File: src/rv_macros.svh
`ifndef RV_MACROS_SVH
`define RV_MACROS_SVH

// ==================================================
// core widths
// ==================================================

// data and address width
`define RV_XLEN 32

// register file geometry
`define RV_REG_COUNT 32
`define RV_REG_IDX_W 5

// first fetch address
`define RV_RESET_PC 32'h0000_0000

`endif

File: src/rv_pkg.sv
`include "rv_macros.svh"

package rv_pkg;

    // ==================================================
    // encodings
    // ==================================================

    // major opcodes kept by this core
    typedef enum logic [6:0] {
        OPC_OP_IMM = 7'b0010011,
        OPC_OP     = 7'b0110011,
        OPC_LUI    = 7'b0110111,
        OPC_LOAD   = 7'b0000011,
        OPC_STORE  = 7'b0100011,
        OPC_BRANCH = 7'b1100011,
        OPC_JAL    = 7'b1101111
    } opcode_e;

    typedef enum logic [2:0] {
        ALU_ADD,
        ALU_SUB,
        ALU_SLT,
        ALU_XOR,
        ALU_OR,
        ALU_AND,
        ALU_PASS_B
    } alu_op_e;

    // R view of the instruction word
    typedef struct packed {
        logic [6:0]               funct7;
        logic [`RV_REG_IDX_W-1:0] rs2;
        logic [`RV_REG_IDX_W-1:0] rs1;
        logic [2:0]               funct3;
        logic [`RV_REG_IDX_W-1:0] rd;
        logic [6:0]               opcode;
    } insn_r_t;

    // I/S view, S immediate is {imm_hi, rd_imm_lo}
    typedef struct packed {
        logic [6:0]               imm_hi;
        logic [4:0]               imm_mid;
        logic [`RV_REG_IDX_W-1:0] rs1;
        logic [2:0]               funct3;
        logic [4:0]               rd_imm_lo;
        logic [6:0]               opcode;
    } insn_is_t;

    typedef union packed {
        insn_r_t  rtype;
        insn_is_t istype;
    } insn_u;

    // ==================================================
    // stage packets
    // ==================================================

    typedef struct packed {
        logic [`RV_XLEN-1:0] pc;
        insn_u               insn;
    } fetch_pkt_t;

    typedef struct packed {
        logic [`RV_XLEN-1:0]      pc;
        logic [`RV_XLEN-1:0]      op_a;
        logic [`RV_XLEN-1:0]      op_b;
        logic [`RV_XLEN-1:0]      store_data;
        logic [`RV_XLEN-1:0]      imm;
        logic [`RV_REG_IDX_W-1:0] rd;
        alu_op_e                  alu_op;
        logic                     is_load;
        logic                     is_store;
        logic                     is_branch;
        logic                     branch_ne;
        logic                     is_jal;
        logic                     writes_rd;
    } dec_pkt_t;

    typedef struct packed {
        logic [`RV_XLEN-1:0]      result;
        logic [`RV_XLEN-1:0]      store_data;
        logic [`RV_XLEN-1:0]      next_pc;
        logic [`RV_REG_IDX_W-1:0] rd;
        logic                     is_load;
        logic                     is_store;
        logic                     writes_rd;
    } ex_pkt_t;

    typedef struct packed {
        logic                we;
        logic [`RV_XLEN-1:0] addr;
        logic [`RV_XLEN-1:0] wdata;
    } dmem_req_t;

endpackage

File: src/reg_file.sv
`timescale 1ns/1ps
`include "rv_macros.svh"

module reg_file (
    input  logic                     sys_clk,
    input  logic                     sys_rst,
    input  logic [`RV_REG_IDX_W-1:0] rs1_addr,
    input  logic [`RV_REG_IDX_W-1:0] rs2_addr,
    output logic [`RV_XLEN-1:0]      rs1_data,
    output logic [`RV_XLEN-1:0]      rs2_data,
    input  logic                     we,
    input  logic [`RV_REG_IDX_W-1:0] waddr,
    input  logic [`RV_XLEN-1:0]      wdata
);

    logic [`RV_XLEN-1:0] regs [`RV_REG_COUNT];

    // async read ports
    assign rs1_data = regs[rs1_addr];
    assign rs2_data = regs[rs2_addr];

    always_ff @(posedge sys_clk) begin
        if (sys_rst) begin
            for (int i = 0; i < `RV_REG_COUNT; i++) begin
                regs[i] <= '0;
            end
        end else if (we && (waddr != '0)) begin
            // x0 never written
            regs[waddr] <= wdata;
        end
    end

    a_waddr_range: assert property (@(posedge sys_clk) disable iff (sys_rst)
        we |-> !$isunknown(waddr) && (waddr < `RV_REG_COUNT));

endmodule

File: src/fetch_stage.sv
`timescale 1ns/1ps
`include "rv_macros.svh"

module fetch_stage (
    input  logic                sys_clk,
    input  logic                sys_rst,
    output logic                imem_req_valid,
    input  logic                imem_req_ready,
    output logic [`RV_XLEN-1:0] imem_addr,
    input  logic                imem_rsp_valid,
    input  logic [`RV_XLEN-1:0] imem_rsp_data,
    input  logic                retire_valid,
    input  logic [`RV_XLEN-1:0] retire_pc,
    output logic                out_valid,
    input  logic                out_ready,
    output rv_pkg::fetch_pkt_t  out_pkt
);

    logic [`RV_XLEN-1:0] pc;
    logic                started;
    // request accepted, response pending
    logic                waiting;

    assign imem_addr = pc;

    // ==================================================
    // request side
    // ==================================================

    always_ff @(posedge sys_clk) begin
        if (sys_rst) begin
            pc             <= `RV_RESET_PC;
            started        <= 1'b0;
            imem_req_valid <= 1'b0;
            waiting        <= 1'b0;
        end else begin
            if (!started) begin
                started        <= 1'b1;
                imem_req_valid <= 1'b1;
            end else if (retire_valid) begin
                // refetch from the retired instruction's next pc
                pc             <= retire_pc;
                imem_req_valid <= 1'b1;
            end else if (imem_req_ready) begin
                imem_req_valid <= 1'b0;
            end

            if (imem_req_valid && imem_req_ready) begin
                waiting <= 1'b1;
            end else if (imem_rsp_valid) begin
                waiting <= 1'b0;
            end
        end
    end

    // ==================================================
    // response capture
    // ==================================================

    always_ff @(posedge sys_clk) begin
        if (sys_rst) begin
            out_valid <= 1'b0;
        end else if (imem_rsp_valid) begin
            out_valid <= 1'b1;
        end else if (out_ready) begin
            out_valid <= 1'b0;
        end
    end

    always_ff @(posedge sys_clk) begin
        if (imem_rsp_valid) begin
            out_pkt.pc   <= pc;
            out_pkt.insn <= imem_rsp_data;
        end
    end

    a_rsp_outstanding: assert property (@(posedge sys_clk) disable iff (sys_rst)
        imem_rsp_valid |-> waiting);

endmodule

File: src/decode_stage.sv
`timescale 1ns/1ps
`include "rv_macros.svh"

module decode_stage (
    input  logic                     sys_clk,
    input  logic                     sys_rst,
    input  logic                     in_valid,
    output logic                     in_ready,
    input  rv_pkg::fetch_pkt_t       in_pkt,
    output logic [`RV_REG_IDX_W-1:0] rs1_addr,
    output logic [`RV_REG_IDX_W-1:0] rs2_addr,
    input  logic [`RV_XLEN-1:0]      rs1_data,
    input  logic [`RV_XLEN-1:0]      rs2_data,
    output logic                     out_valid,
    input  logic                     out_ready,
    output rv_pkg::dec_pkt_t         out_pkt
);

    rv_pkg::insn_u       insn;
    rv_pkg::dec_pkt_t    dec;
    logic [`RV_XLEN-1:0] imm_i;
    logic [`RV_XLEN-1:0] imm_s;
    logic [`RV_XLEN-1:0] imm_b;
    logic [`RV_XLEN-1:0] imm_u;
    logic [`RV_XLEN-1:0] imm_j;

    assign insn     = in_pkt.insn;
    assign rs1_addr = insn.rtype.rs1;
    assign rs2_addr = insn.rtype.rs2;
    assign in_ready = !out_valid || out_ready;

    // ==================================================
    // immediates
    // ==================================================

    assign imm_i = {{20{insn.istype.imm_hi[6]}}, insn.istype.imm_hi, insn.istype.imm_mid};
    assign imm_s = {{20{insn.istype.imm_hi[6]}}, insn.istype.imm_hi, insn.istype.rd_imm_lo};
    assign imm_b = {{20{insn.istype.imm_hi[6]}}, insn.istype.rd_imm_lo[0],
                    insn.istype.imm_hi[5:0], insn.istype.rd_imm_lo[4:1], 1'b0};
    assign imm_u = {insn.rtype.funct7, insn.rtype.rs2, insn.rtype.rs1,
                    insn.rtype.funct3, 12'b0};
    assign imm_j = {{12{insn.istype.imm_hi[6]}}, insn.istype.rs1, insn.istype.funct3,
                    insn.istype.imm_mid[0], insn.istype.imm_hi[5:0],
                    insn.istype.imm_mid[4:1], 1'b0};

    // ==================================================
    // control decode
    // ==================================================

    always_comb begin
        dec            = '0;
        dec.pc         = in_pkt.pc;
        dec.op_a       = rs1_data;
        dec.op_b       = rs2_data;
        dec.store_data = rs2_data;
        dec.imm        = imm_i;
        dec.rd         = insn.rtype.rd;
        dec.alu_op     = rv_pkg::ALU_ADD;
        case (rv_pkg::opcode_e'(insn.rtype.opcode))
            rv_pkg::OPC_OP_IMM, rv_pkg::OPC_OP: begin
                if (insn.rtype.opcode == rv_pkg::OPC_OP_IMM) begin
                    dec.op_b = imm_i;
                end
                dec.writes_rd = 1'b1;
                case (insn.rtype.funct3)
                    3'b000: begin
                        // sub only for register form
                        if (insn.rtype.opcode == rv_pkg::OPC_OP && insn.rtype.funct7[5]) begin
                            dec.alu_op = rv_pkg::ALU_SUB;
                        end
                    end
                    3'b010: dec.alu_op = rv_pkg::ALU_SLT;
                    3'b100: dec.alu_op = rv_pkg::ALU_XOR;
                    3'b110: dec.alu_op = rv_pkg::ALU_OR;
                    3'b111: dec.alu_op = rv_pkg::ALU_AND;
                    // shifts and unsigned compares retire as no-ops
                    default: dec.writes_rd = 1'b0;
                endcase
            end
            rv_pkg::OPC_LUI: begin
                dec.op_b      = imm_u;
                dec.alu_op    = rv_pkg::ALU_PASS_B;
                dec.writes_rd = 1'b1;
            end
            rv_pkg::OPC_LOAD: begin
                dec.is_load   = 1'b1;
                dec.writes_rd = 1'b1;
                dec.op_b      = imm_i;
            end
            rv_pkg::OPC_STORE: begin
                dec.is_store = 1'b1;
                dec.op_b     = imm_s;
            end
            rv_pkg::OPC_BRANCH: begin
                dec.imm       = imm_b;
                dec.is_branch = (insn.rtype.funct3[2:1] == 2'b00);
                dec.branch_ne = insn.rtype.funct3[0];
            end
            rv_pkg::OPC_JAL: begin
                dec.imm       = imm_j;
                dec.is_jal    = 1'b1;
                dec.writes_rd = 1'b1;
            end
            default: dec.writes_rd = 1'b0;
        endcase
    end

    always_ff @(posedge sys_clk) begin
        if (sys_rst) begin
            out_valid <= 1'b0;
        end else if (in_valid && in_ready) begin
            out_valid <= 1'b1;
        end else if (out_ready) begin
            out_valid <= 1'b0;
        end
    end

    // operands sampled at acceptance
    always_ff @(posedge sys_clk) begin
        if (in_valid && in_ready) begin
            out_pkt <= dec;
        end
    end

endmodule

File: src/execute_stage.sv
`timescale 1ns/1ps
`include "rv_macros.svh"

module execute_stage (
    input  logic             sys_clk,
    input  logic             sys_rst,
    input  logic             in_valid,
    output logic             in_ready,
    input  rv_pkg::dec_pkt_t in_pkt,
    output logic             out_valid,
    input  logic             out_ready,
    output rv_pkg::ex_pkt_t  out_pkt
);

    logic [`RV_XLEN-1:0] alu_result;
    logic [`RV_XLEN-1:0] pc_plus4;
    logic [`RV_XLEN-1:0] target;
    logic                taken;
    rv_pkg::ex_pkt_t     ex;

    assign in_ready = !out_valid || out_ready;

    // ==================================================
    // ALU
    // ==================================================

    always_comb begin
        case (in_pkt.alu_op)
            rv_pkg::ALU_ADD:    alu_result = in_pkt.op_a + in_pkt.op_b;
            rv_pkg::ALU_SUB:    alu_result = in_pkt.op_a - in_pkt.op_b;
            rv_pkg::ALU_SLT: begin
                alu_result = {31'b0, $signed(in_pkt.op_a) < $signed(in_pkt.op_b)};
            end
            rv_pkg::ALU_XOR:    alu_result = in_pkt.op_a ^ in_pkt.op_b;
            rv_pkg::ALU_OR:     alu_result = in_pkt.op_a | in_pkt.op_b;
            rv_pkg::ALU_AND:    alu_result = in_pkt.op_a & in_pkt.op_b;
            rv_pkg::ALU_PASS_B: alu_result = in_pkt.op_b;
            default:            alu_result = in_pkt.op_a + in_pkt.op_b;
        endcase
    end

    // ==================================================
    // branch and next pc
    // ==================================================

    assign pc_plus4 = in_pkt.pc + 32'd4;
    assign target   = in_pkt.pc + in_pkt.imm;
    // beq taken on equal, bne on not equal
    assign taken    = in_pkt.is_branch && ((in_pkt.op_a == in_pkt.op_b) ^ in_pkt.branch_ne);

    always_comb begin
        ex.result     = in_pkt.is_jal ? pc_plus4 : alu_result;
        ex.store_data = in_pkt.store_data;
        ex.next_pc    = (taken || in_pkt.is_jal) ? target : pc_plus4;
        ex.rd         = in_pkt.rd;
        ex.is_load    = in_pkt.is_load;
        ex.is_store   = in_pkt.is_store;
        ex.writes_rd  = in_pkt.writes_rd;
    end

    always_ff @(posedge sys_clk) begin
        if (sys_rst) begin
            out_valid <= 1'b0;
        end else if (in_valid && in_ready) begin
            out_valid <= 1'b1;
        end else if (out_ready) begin
            out_valid <= 1'b0;
        end
    end

    always_ff @(posedge sys_clk) begin
        if (in_valid && in_ready) begin
            out_pkt <= ex;
        end
    end

endmodule

File: src/mem_stage.sv
`timescale 1ns/1ps
`include "rv_macros.svh"

module mem_stage (
    input  logic                     sys_clk,
    input  logic                     sys_rst,
    input  logic                     in_valid,
    output logic                     in_ready,
    input  rv_pkg::ex_pkt_t          in_pkt,
    output logic                     dmem_req_valid,
    input  logic                     dmem_req_ready,
    output rv_pkg::dmem_req_t        dmem_req,
    input  logic                     dmem_rsp_valid,
    input  logic [`RV_XLEN-1:0]      dmem_rsp_data,
    output logic                     rf_we,
    output logic [`RV_REG_IDX_W-1:0] rf_waddr,
    output logic [`RV_XLEN-1:0]      rf_wdata,
    output logic                     retire_valid,
    output logic [`RV_XLEN-1:0]      retire_pc
);

    typedef enum logic [1:0] {
        ST_IDLE,
        ST_REQ,
        ST_WAIT
    } state_e;

    state_e              state;
    rv_pkg::ex_pkt_t     pkt;
    logic [`RV_XLEN-1:0] load_data;

    assign in_ready       = (state == ST_IDLE);
    assign dmem_req_valid = (state == ST_REQ);
    assign dmem_req.we    = pkt.is_store;
    assign dmem_req.addr  = pkt.result;
    assign dmem_req.wdata = pkt.store_data;

    // writeback and retire follow the held packet
    assign rf_waddr  = pkt.rd;
    assign rf_wdata  = pkt.is_load ? load_data : pkt.result;
    assign retire_pc = pkt.next_pc;

    // ==================================================
    // access FSM
    // ==================================================

    always_ff @(posedge sys_clk) begin
        if (sys_rst) begin
            state        <= ST_IDLE;
            rf_we        <= 1'b0;
            retire_valid <= 1'b0;
        end else begin
            rf_we        <= 1'b0;
            retire_valid <= 1'b0;
            case (state)
                ST_IDLE: begin
                    if (in_valid) begin
                        if (in_pkt.is_load || in_pkt.is_store) begin
                            state <= ST_REQ;
                        end else begin
                            rf_we        <= in_pkt.writes_rd;
                            retire_valid <= 1'b1;
                        end
                    end
                end
                ST_REQ: begin
                    if (dmem_req_ready) begin
                        if (pkt.is_store) begin
                            retire_valid <= 1'b1;
                            state        <= ST_IDLE;
                        end else begin
                            state <= ST_WAIT;
                        end
                    end
                end
                ST_WAIT: begin
                    if (dmem_rsp_valid) begin
                        rf_we        <= pkt.writes_rd;
                        retire_valid <= 1'b1;
                        state        <= ST_IDLE;
                    end
                end
                default: state <= ST_IDLE;
            endcase
        end
    end

    always_ff @(posedge sys_clk) begin
        if (in_valid && in_ready) begin
            pkt <= in_pkt;
        end
        if ((state == ST_WAIT) && dmem_rsp_valid) begin
            load_data <= dmem_rsp_data;
        end
    end

    a_req_stable: assert property (@(posedge sys_clk) disable iff (sys_rst)
        dmem_req_valid && !dmem_req_ready |=> dmem_req_valid && $stable(dmem_req));

endmodule

File: src/rv_core.sv
`timescale 1ns/1ps
`include "rv_macros.svh"

module rv_core (
    input  logic                sys_clk,
    input  logic                sys_rst,
    output logic                imem_req_valid,
    input  logic                imem_req_ready,
    output logic [`RV_XLEN-1:0] imem_addr,
    input  logic                imem_rsp_valid,
    input  logic [`RV_XLEN-1:0] imem_rsp_data,
    output logic                dmem_req_valid,
    input  logic                dmem_req_ready,
    output rv_pkg::dmem_req_t   dmem_req,
    input  logic                dmem_rsp_valid,
    input  logic [`RV_XLEN-1:0] dmem_rsp_data
);

    // stage links
    logic               f_valid;
    logic               f_ready;
    rv_pkg::fetch_pkt_t f_pkt;
    logic               d_valid;
    logic               d_ready;
    rv_pkg::dec_pkt_t   d_pkt;
    logic               e_valid;
    logic               e_ready;
    rv_pkg::ex_pkt_t    e_pkt;

    // register file ports
    logic [`RV_REG_IDX_W-1:0] rs1_addr;
    logic [`RV_REG_IDX_W-1:0] rs2_addr;
    logic [`RV_XLEN-1:0]      rs1_data;
    logic [`RV_XLEN-1:0]      rs2_data;
    logic                     rf_we;
    logic [`RV_REG_IDX_W-1:0] rf_waddr;
    logic [`RV_XLEN-1:0]      rf_wdata;

    logic                retire_valid;
    logic [`RV_XLEN-1:0] retire_pc;

    // ==================================================
    // stages
    // ==================================================

    fetch_stage u_fetch (
        .sys_clk(sys_clk), .sys_rst(sys_rst),
        .imem_req_valid(imem_req_valid), .imem_req_ready(imem_req_ready),
        .imem_addr(imem_addr),
        .imem_rsp_valid(imem_rsp_valid), .imem_rsp_data(imem_rsp_data),
        .retire_valid(retire_valid), .retire_pc(retire_pc),
        .out_valid(f_valid), .out_ready(f_ready), .out_pkt(f_pkt)
    );

    decode_stage u_decode (
        .sys_clk(sys_clk), .sys_rst(sys_rst),
        .in_valid(f_valid), .in_ready(f_ready), .in_pkt(f_pkt),
        .rs1_addr(rs1_addr), .rs2_addr(rs2_addr),
        .rs1_data(rs1_data), .rs2_data(rs2_data),
        .out_valid(d_valid), .out_ready(d_ready), .out_pkt(d_pkt)
    );

    execute_stage u_execute (
        .sys_clk(sys_clk), .sys_rst(sys_rst),
        .in_valid(d_valid), .in_ready(d_ready), .in_pkt(d_pkt),
        .out_valid(e_valid), .out_ready(e_ready), .out_pkt(e_pkt)
    );

    mem_stage u_mem (
        .sys_clk(sys_clk), .sys_rst(sys_rst),
        .in_valid(e_valid), .in_ready(e_ready), .in_pkt(e_pkt),
        .dmem_req_valid(dmem_req_valid), .dmem_req_ready(dmem_req_ready),
        .dmem_req(dmem_req),
        .dmem_rsp_valid(dmem_rsp_valid), .dmem_rsp_data(dmem_rsp_data),
        .rf_we(rf_we), .rf_waddr(rf_waddr), .rf_wdata(rf_wdata),
        .retire_valid(retire_valid), .retire_pc(retire_pc)
    );

    reg_file u_reg_file (
        .sys_clk(sys_clk), .sys_rst(sys_rst),
        .rs1_addr(rs1_addr), .rs2_addr(rs2_addr),
        .rs1_data(rs1_data), .rs2_data(rs2_data),
        .we(rf_we), .waddr(rf_waddr), .wdata(rf_wdata)
    );

endmodule

File: config.mk
export PLATFORM = sky130hd
export DESIGN_NAME = rv_core
export DESIGN_NICKNAME = d
export VERILOG_FILES = /design/src/rv_pkg.sv /design/src/reg_file.sv /design/src/fetch_stage.sv /design/src/decode_stage.sv /design/src/execute_stage.sv /design/src/mem_stage.sv /design/src/rv_core.sv
export VERILOG_INCLUDE_DIRS = /design/src
export SDC_FILE = /design/constraint.sdc
export NUM_CORES = 2
export LEC_CHECK = 0
export BUFFER_PORTS_ARGS = -buffer_cell sky130_fd_sc_hd__buf_4
export CORE_ASPECT_RATIO = 1.2
export CORE_MARGIN = 1.5
export CORE_UTILIZATION = 40
export CTS_BUF_LIST = sky130_fd_sc_hd__clkbuf_4
export DETAILED_ROUTE_END_ITERATION = 8
export PLACE_DENSITY = 0.67
export REMOVE_ABC_BUFFERS = 1
export SYNTH_ARGS = -nofsm -noshare
export SYNTH_HDL_FRONTEND = slang
export SYNTH_SLANG_ARGS = --single-unit
File: constraint.sdc
create_clock -name sys_clk -period 35.8 [get_ports sys_clk]
set_input_delay 3.58 -clock sys_clk [delete_from_list [all_inputs] [get_ports sys_clk]]
set_output_delay 3.58 -clock sys_clk [all_outputs]
set_load 0.02 [all_outputs]
==> flow_summary.ini <==
[run_status]
run_status = finished clean

[yosys]
synth-warning-count = 0
synth_enable_flop_cells = 1491
postSynthRegisterBits = 1537
synthesis.instances = 5480
netlist-cell-type-count = 90
ys.flop_type = sky130_fd_sc_hd__edfxtp_1
mean_area_per_synthesized_cell_sq_um = 14.2
post_synth_instance_area_sq_mm = 0.0777
synth.yosys.seq_area_share_pct = 58.8
ys_async_sr_fraction_pct = 0

[critical_path]
cp-end-kind = flip-flop
count_of_cells_along_the_worst_register_to_register_path = 9
slowest_delay_ns = 0.97
cp.arrival_ns = 6.81
timing.critical_path.max_delay_family = simple AND/OR/NAND/NOR gates
critical_path.cell_chain = buf_4, nor2b_1, and3_1, nand2_2, nand2_2
criticalPathCategory = input pin to flip-flop
critical_path.slowest_cell = sky130_fd_sc_hd__nand2_2
crit_required_ns = 36.72
critical_path.most_common_cell = sky130_fd_sc_hd__nand2_2
worstPathMaxFanout = 35
rr_endpoint = u_decode.out_pkt[100]$_DFFE_PP_
slack_of_the_worst_reg_to_reg_path_ns = 30.27
timing.critical_path.buf_inv = 1
crit_path_start_kind = input pin

[floorplanning]
core-area_sq_mm = 0.193
initial_core_utilization_pct = 40.2
die_area_sq_mm = 0.197
std_cell_rows = 177
boundaryPins = 169
die_y_microns = 486
die_width_microns = 405

[timing]
finalHoldViolations = 0
setup_total_negative_slack_ns = 0
max_freq_mhz = 170
setup-violations-final = 0
hold_ws_ns = 0.391
finClkSkew_ns = 0.118
final.min_clock_period_ns = 5.89
grt_setup_unrepaired = false
min_period_over_period_pct = 16.5
worst_pin_slew_ns = 1.28
slew_violations = 0
slew_headroom_pct = 14.3

[min_path]
worstHoldPathType = flip-flop to flip-flop
worstHoldStart = u_execute.out_pkt[38]$_DFFE_PP_
hold_crit_depth = 0
holdPathEnd = u_mem.retire_pc[30]$_DFFE_PP_

[clock_network]
post_cts_resized = 0
holdBufCountCts = 0
postCtsSetupBuffers = 0
numCtsBuffers = 413
clkLatencyLatePin_ns = 1.39
clk_pin_slew_worst_paths_ns = 0.07
cts.sinks = 1537
clk_root_buffer_cell = sky130_fd_sc_hd__clkbuf_4
ctsHtreeMaxLevel = 5
tritoncts = done
max-clock-path-buffers = 4

[routing]
drt_drc_violations_left = 0
detailedRoute.firstPassIterationCount = 6
drt-total-wl_microns = 241000
vias_per_cell = 5.99
route.detailed.wl_per_inst_microns = 28.2
total_number_of_vias = 51200
antenna_viol_nets_final = 0
drt-initial-drc-count = 6478

[global_routing]
first_pass_grt_wire_length_microns = 345000
antenna_found_initial = 17
grt_use_total_pct = 24.2
global_route.overflow_total = 0
grt_pass1_vias = 50800
pin_count_of_the_biggest_net_entering_global_routing = 164

[layout]
final_core_utilization_pct = 44.6
fin_nets = 5858
area_growth_from_synthesis_to_layout_pct = 11.0
final_layout_size_suffix_gt1_share_pct = 29.4

[placed_design]
hpwl_microns = 162000
gp_weighted_congestion = 0.955
buffer_ports.inserted = 168

[power_and_ir_drop]
cellInternalPower_w = 0.00310
clockPowerShare_pct = 36.1
power_switching_share_pct = 27.1
comb_power_share_pct = 14.4
power_per_cell_area_mw_per_mm2 = 49.3
worst_ir_drop_vdd_v = 0.0000420
power.leakage_nw = 30.5
seq_power_share_pct = 49.5
p_switching_w = 0.00115
design_power_total_w = 0.00425

[run]
cap_violations = 0
==> synthesized netlist by cell type, types with 8 or more instances <==
master | n | area, sq um
sky130_fd_sc_hd__a211oi_1 | 20 | 150
sky130_fd_sc_hd__a21o_1 | 36 | 270
sky130_fd_sc_hd__a21oi_1 | 190 | 951
sky130_fd_sc_hd__a221oi_1 | 17 | 149
sky130_fd_sc_hd__a22oi_1 | 21 | 158
sky130_fd_sc_hd__a31oi_1 | 24 | 150
sky130_fd_sc_hd__a32oi_1 | 8 | 70.1
sky130_fd_sc_hd__and2_1 | 11 | 68.8
sky130_fd_sc_hd__and3_1 | 26 | 163
sky130_fd_sc_hd__buf_1 | 46 | 173
sky130_fd_sc_hd__buf_2 | 34 | 170
sky130_fd_sc_hd__buf_4 | 71 | 533
sky130_fd_sc_hd__buf_6 | 17 | 191
sky130_fd_sc_hd__clkbuf_1 | 367 | 1380
sky130_fd_sc_hd__dfxtp_1 | 46 | 921
sky130_fd_sc_hd__edfxtp_1 | 1491 | 44800
sky130_fd_sc_hd__ha_1 | 128 | 1600
sky130_fd_sc_hd__inv_1 | 121 | 454
sky130_fd_sc_hd__mux2_2 | 74 | 833
sky130_fd_sc_hd__mux2i_1 | 52 | 521
sky130_fd_sc_hd__mux4_2 | 641 | 14400
sky130_fd_sc_hd__nand2_1 | 274 | 1030
sky130_fd_sc_hd__nand2b_1 | 16 | 100
sky130_fd_sc_hd__nand3_1 | 33 | 165
sky130_fd_sc_hd__nand4_1 | 19 | 119
sky130_fd_sc_hd__nor2_1 | 1179 | 4430
sky130_fd_sc_hd__nor2b_1 | 22 | 138
sky130_fd_sc_hd__nor3_1 | 42 | 210
sky130_fd_sc_hd__nor4_1 | 12 | 75.1
sky130_fd_sc_hd__o211ai_1 | 15 | 113
sky130_fd_sc_hd__o21a_1 | 10 | 75.1
sky130_fd_sc_hd__o21ai_0 | 85 | 425
sky130_fd_sc_hd__o21ai_1 | 33 | 165
sky130_fd_sc_hd__o21bai_1 | 18 | 135
sky130_fd_sc_hd__o22ai_1 | 47 | 294
sky130_fd_sc_hd__o31ai_1 | 12 | 90.1
sky130_fd_sc_hd__or3_1 | 16 | 100
sky130_fd_sc_hd__xnor2_1 | 41 | 359
sky130_fd_sc_hd__xor2_1 | 26 | 228
==> state kept, by name, summed over array words and instances, names as in the netlist, named ones only <==
register,flops
u_decode.out_pkt,163
u_fetch.started,1
u_reg_file.regs,1024
u_fetch.imem_req_valid,1
u_mem.pkt,2
u_mem.rf_waddr,5
u_fetch.imem_addr,32
u_execute.out_pkt,104
u_mem.dmem_req,65
u_mem.retire_valid,1
u_fetch.out_valid,1
u_mem.load_data,32
u_mem.state,2
u_mem.retire_pc,32
u_fetch.out_pkt,64
u_decode.out_valid,1
u_execute.out_valid,1
u_mem.rf_we,1
==> kinds of logic (layout without fill, tap and decap cells) <==
| logic type | count (synthesis) | count (layout) | synth area share (%) |
|---|---|---|---|
| AND/OR/NAND/NOR | 1683 | 1683 | 8.89 |
| flip-flops | 1537 | 1537 | 58.8 |
| multiplexers | 770 | 770 | 20.4 |
| buffers and inverters | 662 | 1104 | 3.76 |
| AO/OA/AOI/OAI | 629 | 629 | 5.24 |
| adder cells (fa/ha/maj) | 131 | 131 | 2.14 |
| XOR/XNOR | 67 | 67 | 0.756 |
| other | 1 | 40 | 0.00483 |
==> worst max path at each step <==
stage / startpoint / end / slack (ns) / cells after the start
finish: sys_rst / u_reg_file.regs[7][18]$_SDFFCE_PN0P_ / 29.91 / 5
floorplan: u_mem.state[1]$_SDFFE_PP0P_ / u_decode.out_pkt[0]$_DFFE_PP_ / 22.51 / 3
CTS: u_mem.state[0]$_SDFFE_PP0P_ / dmem_req_valid / 29.77 / 2
global route: u_mem.state[0]$_SDFFE_PP0P_ / dmem_req_valid / 29.75 / 2
detailed placement: sys_rst / u_reg_file.regs[27][18]$_SDFFCE_PN0P_ / 28.67 / 5
global placement: sys_rst / u_reg_file.regs[27][18]$_SDFFCE_PN0P_ / 28.71 / 5
==> stage by stage <==
stage,worst slack (ns),instance area (sq um),std cells
after CTS,29.77,86200,8548
after global placement,28.71,81200,7837
after detailed placement,28.67,81200,7837
after global routing,29.75,86300,8556
final,29.91,86300,8556
after floorplan,22.51,75300,4976
==> cells in the final DEF, fill, tap and decap left out, types with 18 or more instances in the layout <==
cell type	Yosys	layout
sky130_fd_sc_hd__o21ai_0	85	85
sky130_fd_sc_hd__clkbuf_4	0	605
sky130_fd_sc_hd__mux2_2	74	74
sky130_fd_sc_hd__ha_1	128	128
sky130_fd_sc_hd__nor2b_1	22	21
sky130_fd_sc_hd__o22ai_1	47	47
sky130_fd_sc_hd__nand2_1	274	212
sky130_fd_sc_hd__nor3_1	42	40
sky130_fd_sc_hd__nand2_2	0	62
sky130_fd_sc_hd__a211oi_1	20	20
sky130_fd_sc_hd__o21ai_1	33	33
sky130_fd_sc_hd__and3_1	26	26
sky130_fd_sc_hd__dfxtp_1	46	41
sky130_fd_sc_hd__a21oi_1	190	189
sky130_fd_sc_hd__a31oi_1	24	24
sky130_fd_sc_hd__nor2_1	1179	1176
sky130_fd_sc_hd__o21bai_1	18	18
sky130_fd_sc_hd__mux2i_1	52	20
sky130_fd_sc_hd__edfxtp_1	1491	1491
sky130_fd_sc_hd__conb_1	1	32
sky130_fd_sc_hd__a22oi_1	21	21
sky130_fd_sc_hd__a21o_1	36	36
sky130_fd_sc_hd__buf_4	71	260
sky130_fd_sc_hd__nand4_1	19	19
sky130_fd_sc_hd__xor2_1	26	26
sky130_fd_sc_hd__mux4_2	641	641
sky130_fd_sc_hd__inv_1	121	120
sky130_fd_sc_hd__xnor2_1	41	41
sky130_fd_sc_hd__nand3_1	33	33
sky130_fd_sc_hd__clkinv_1	0	80
==> area by class of cell <==
cell class	count	area, sq um
antenna	8	20.0
clock buffer	605	4540
clock inverter	106	529
fill	17200	107000
inverter	127	479
multi-input combinational	3312	29700
sequential	1537	45700
tap	2595	3250
timing repair buffer	266	2070
==> worst reg2reg max path: stages, from the launching register on <==
cell and delay [ns]:
sky130_fd_sc_hd__dfxtp_4 0.71, sky130_fd_sc_hd__buf_4 0.66, sky130_fd_sc_hd__buf_4 0.94, sky130_fd_sc_hd__buf_4 0.94, sky130_fd_sc_hd__mux4_2 0.51, sky130_fd_sc_hd__mux4_2 0.56, sky130_fd_sc_hd__mux2i_1 0.46, sky130_fd_sc_hd__inv_1 0.18
sky130_fd_sc_hd__o22ai_1 0.16, sky130_fd_sc_hd__a221oi_1 0.11
==> routing by layer <==
layer	vias to the layer above	global-route usage (%)	wire length, microns
met2	3184	38.8	115000
met1	26100	31.4	89500
li1	21400	-	-
met3	512	6.58	27600
met4	10	9.06	8530
met5	-	0	83
==> power by group through the flow <==
stage / Combinational (W) / Clock (W) / Sequential [W]
after floorplan: 0.000420 / 0 / 0.00216
after global placement: 0.000596 / 0 / 0.00214
after detailed placement: 0.000600 / 0 / 0.00214
after CTS: 0.000603 / 0.00156 / 0.00210
after global routing: 0.000643 / 0.00165 / 0.00211
final: 0.000613 / 0.00153 / 0.00210
Note: power is estimated with default switching activity, not from simulation.
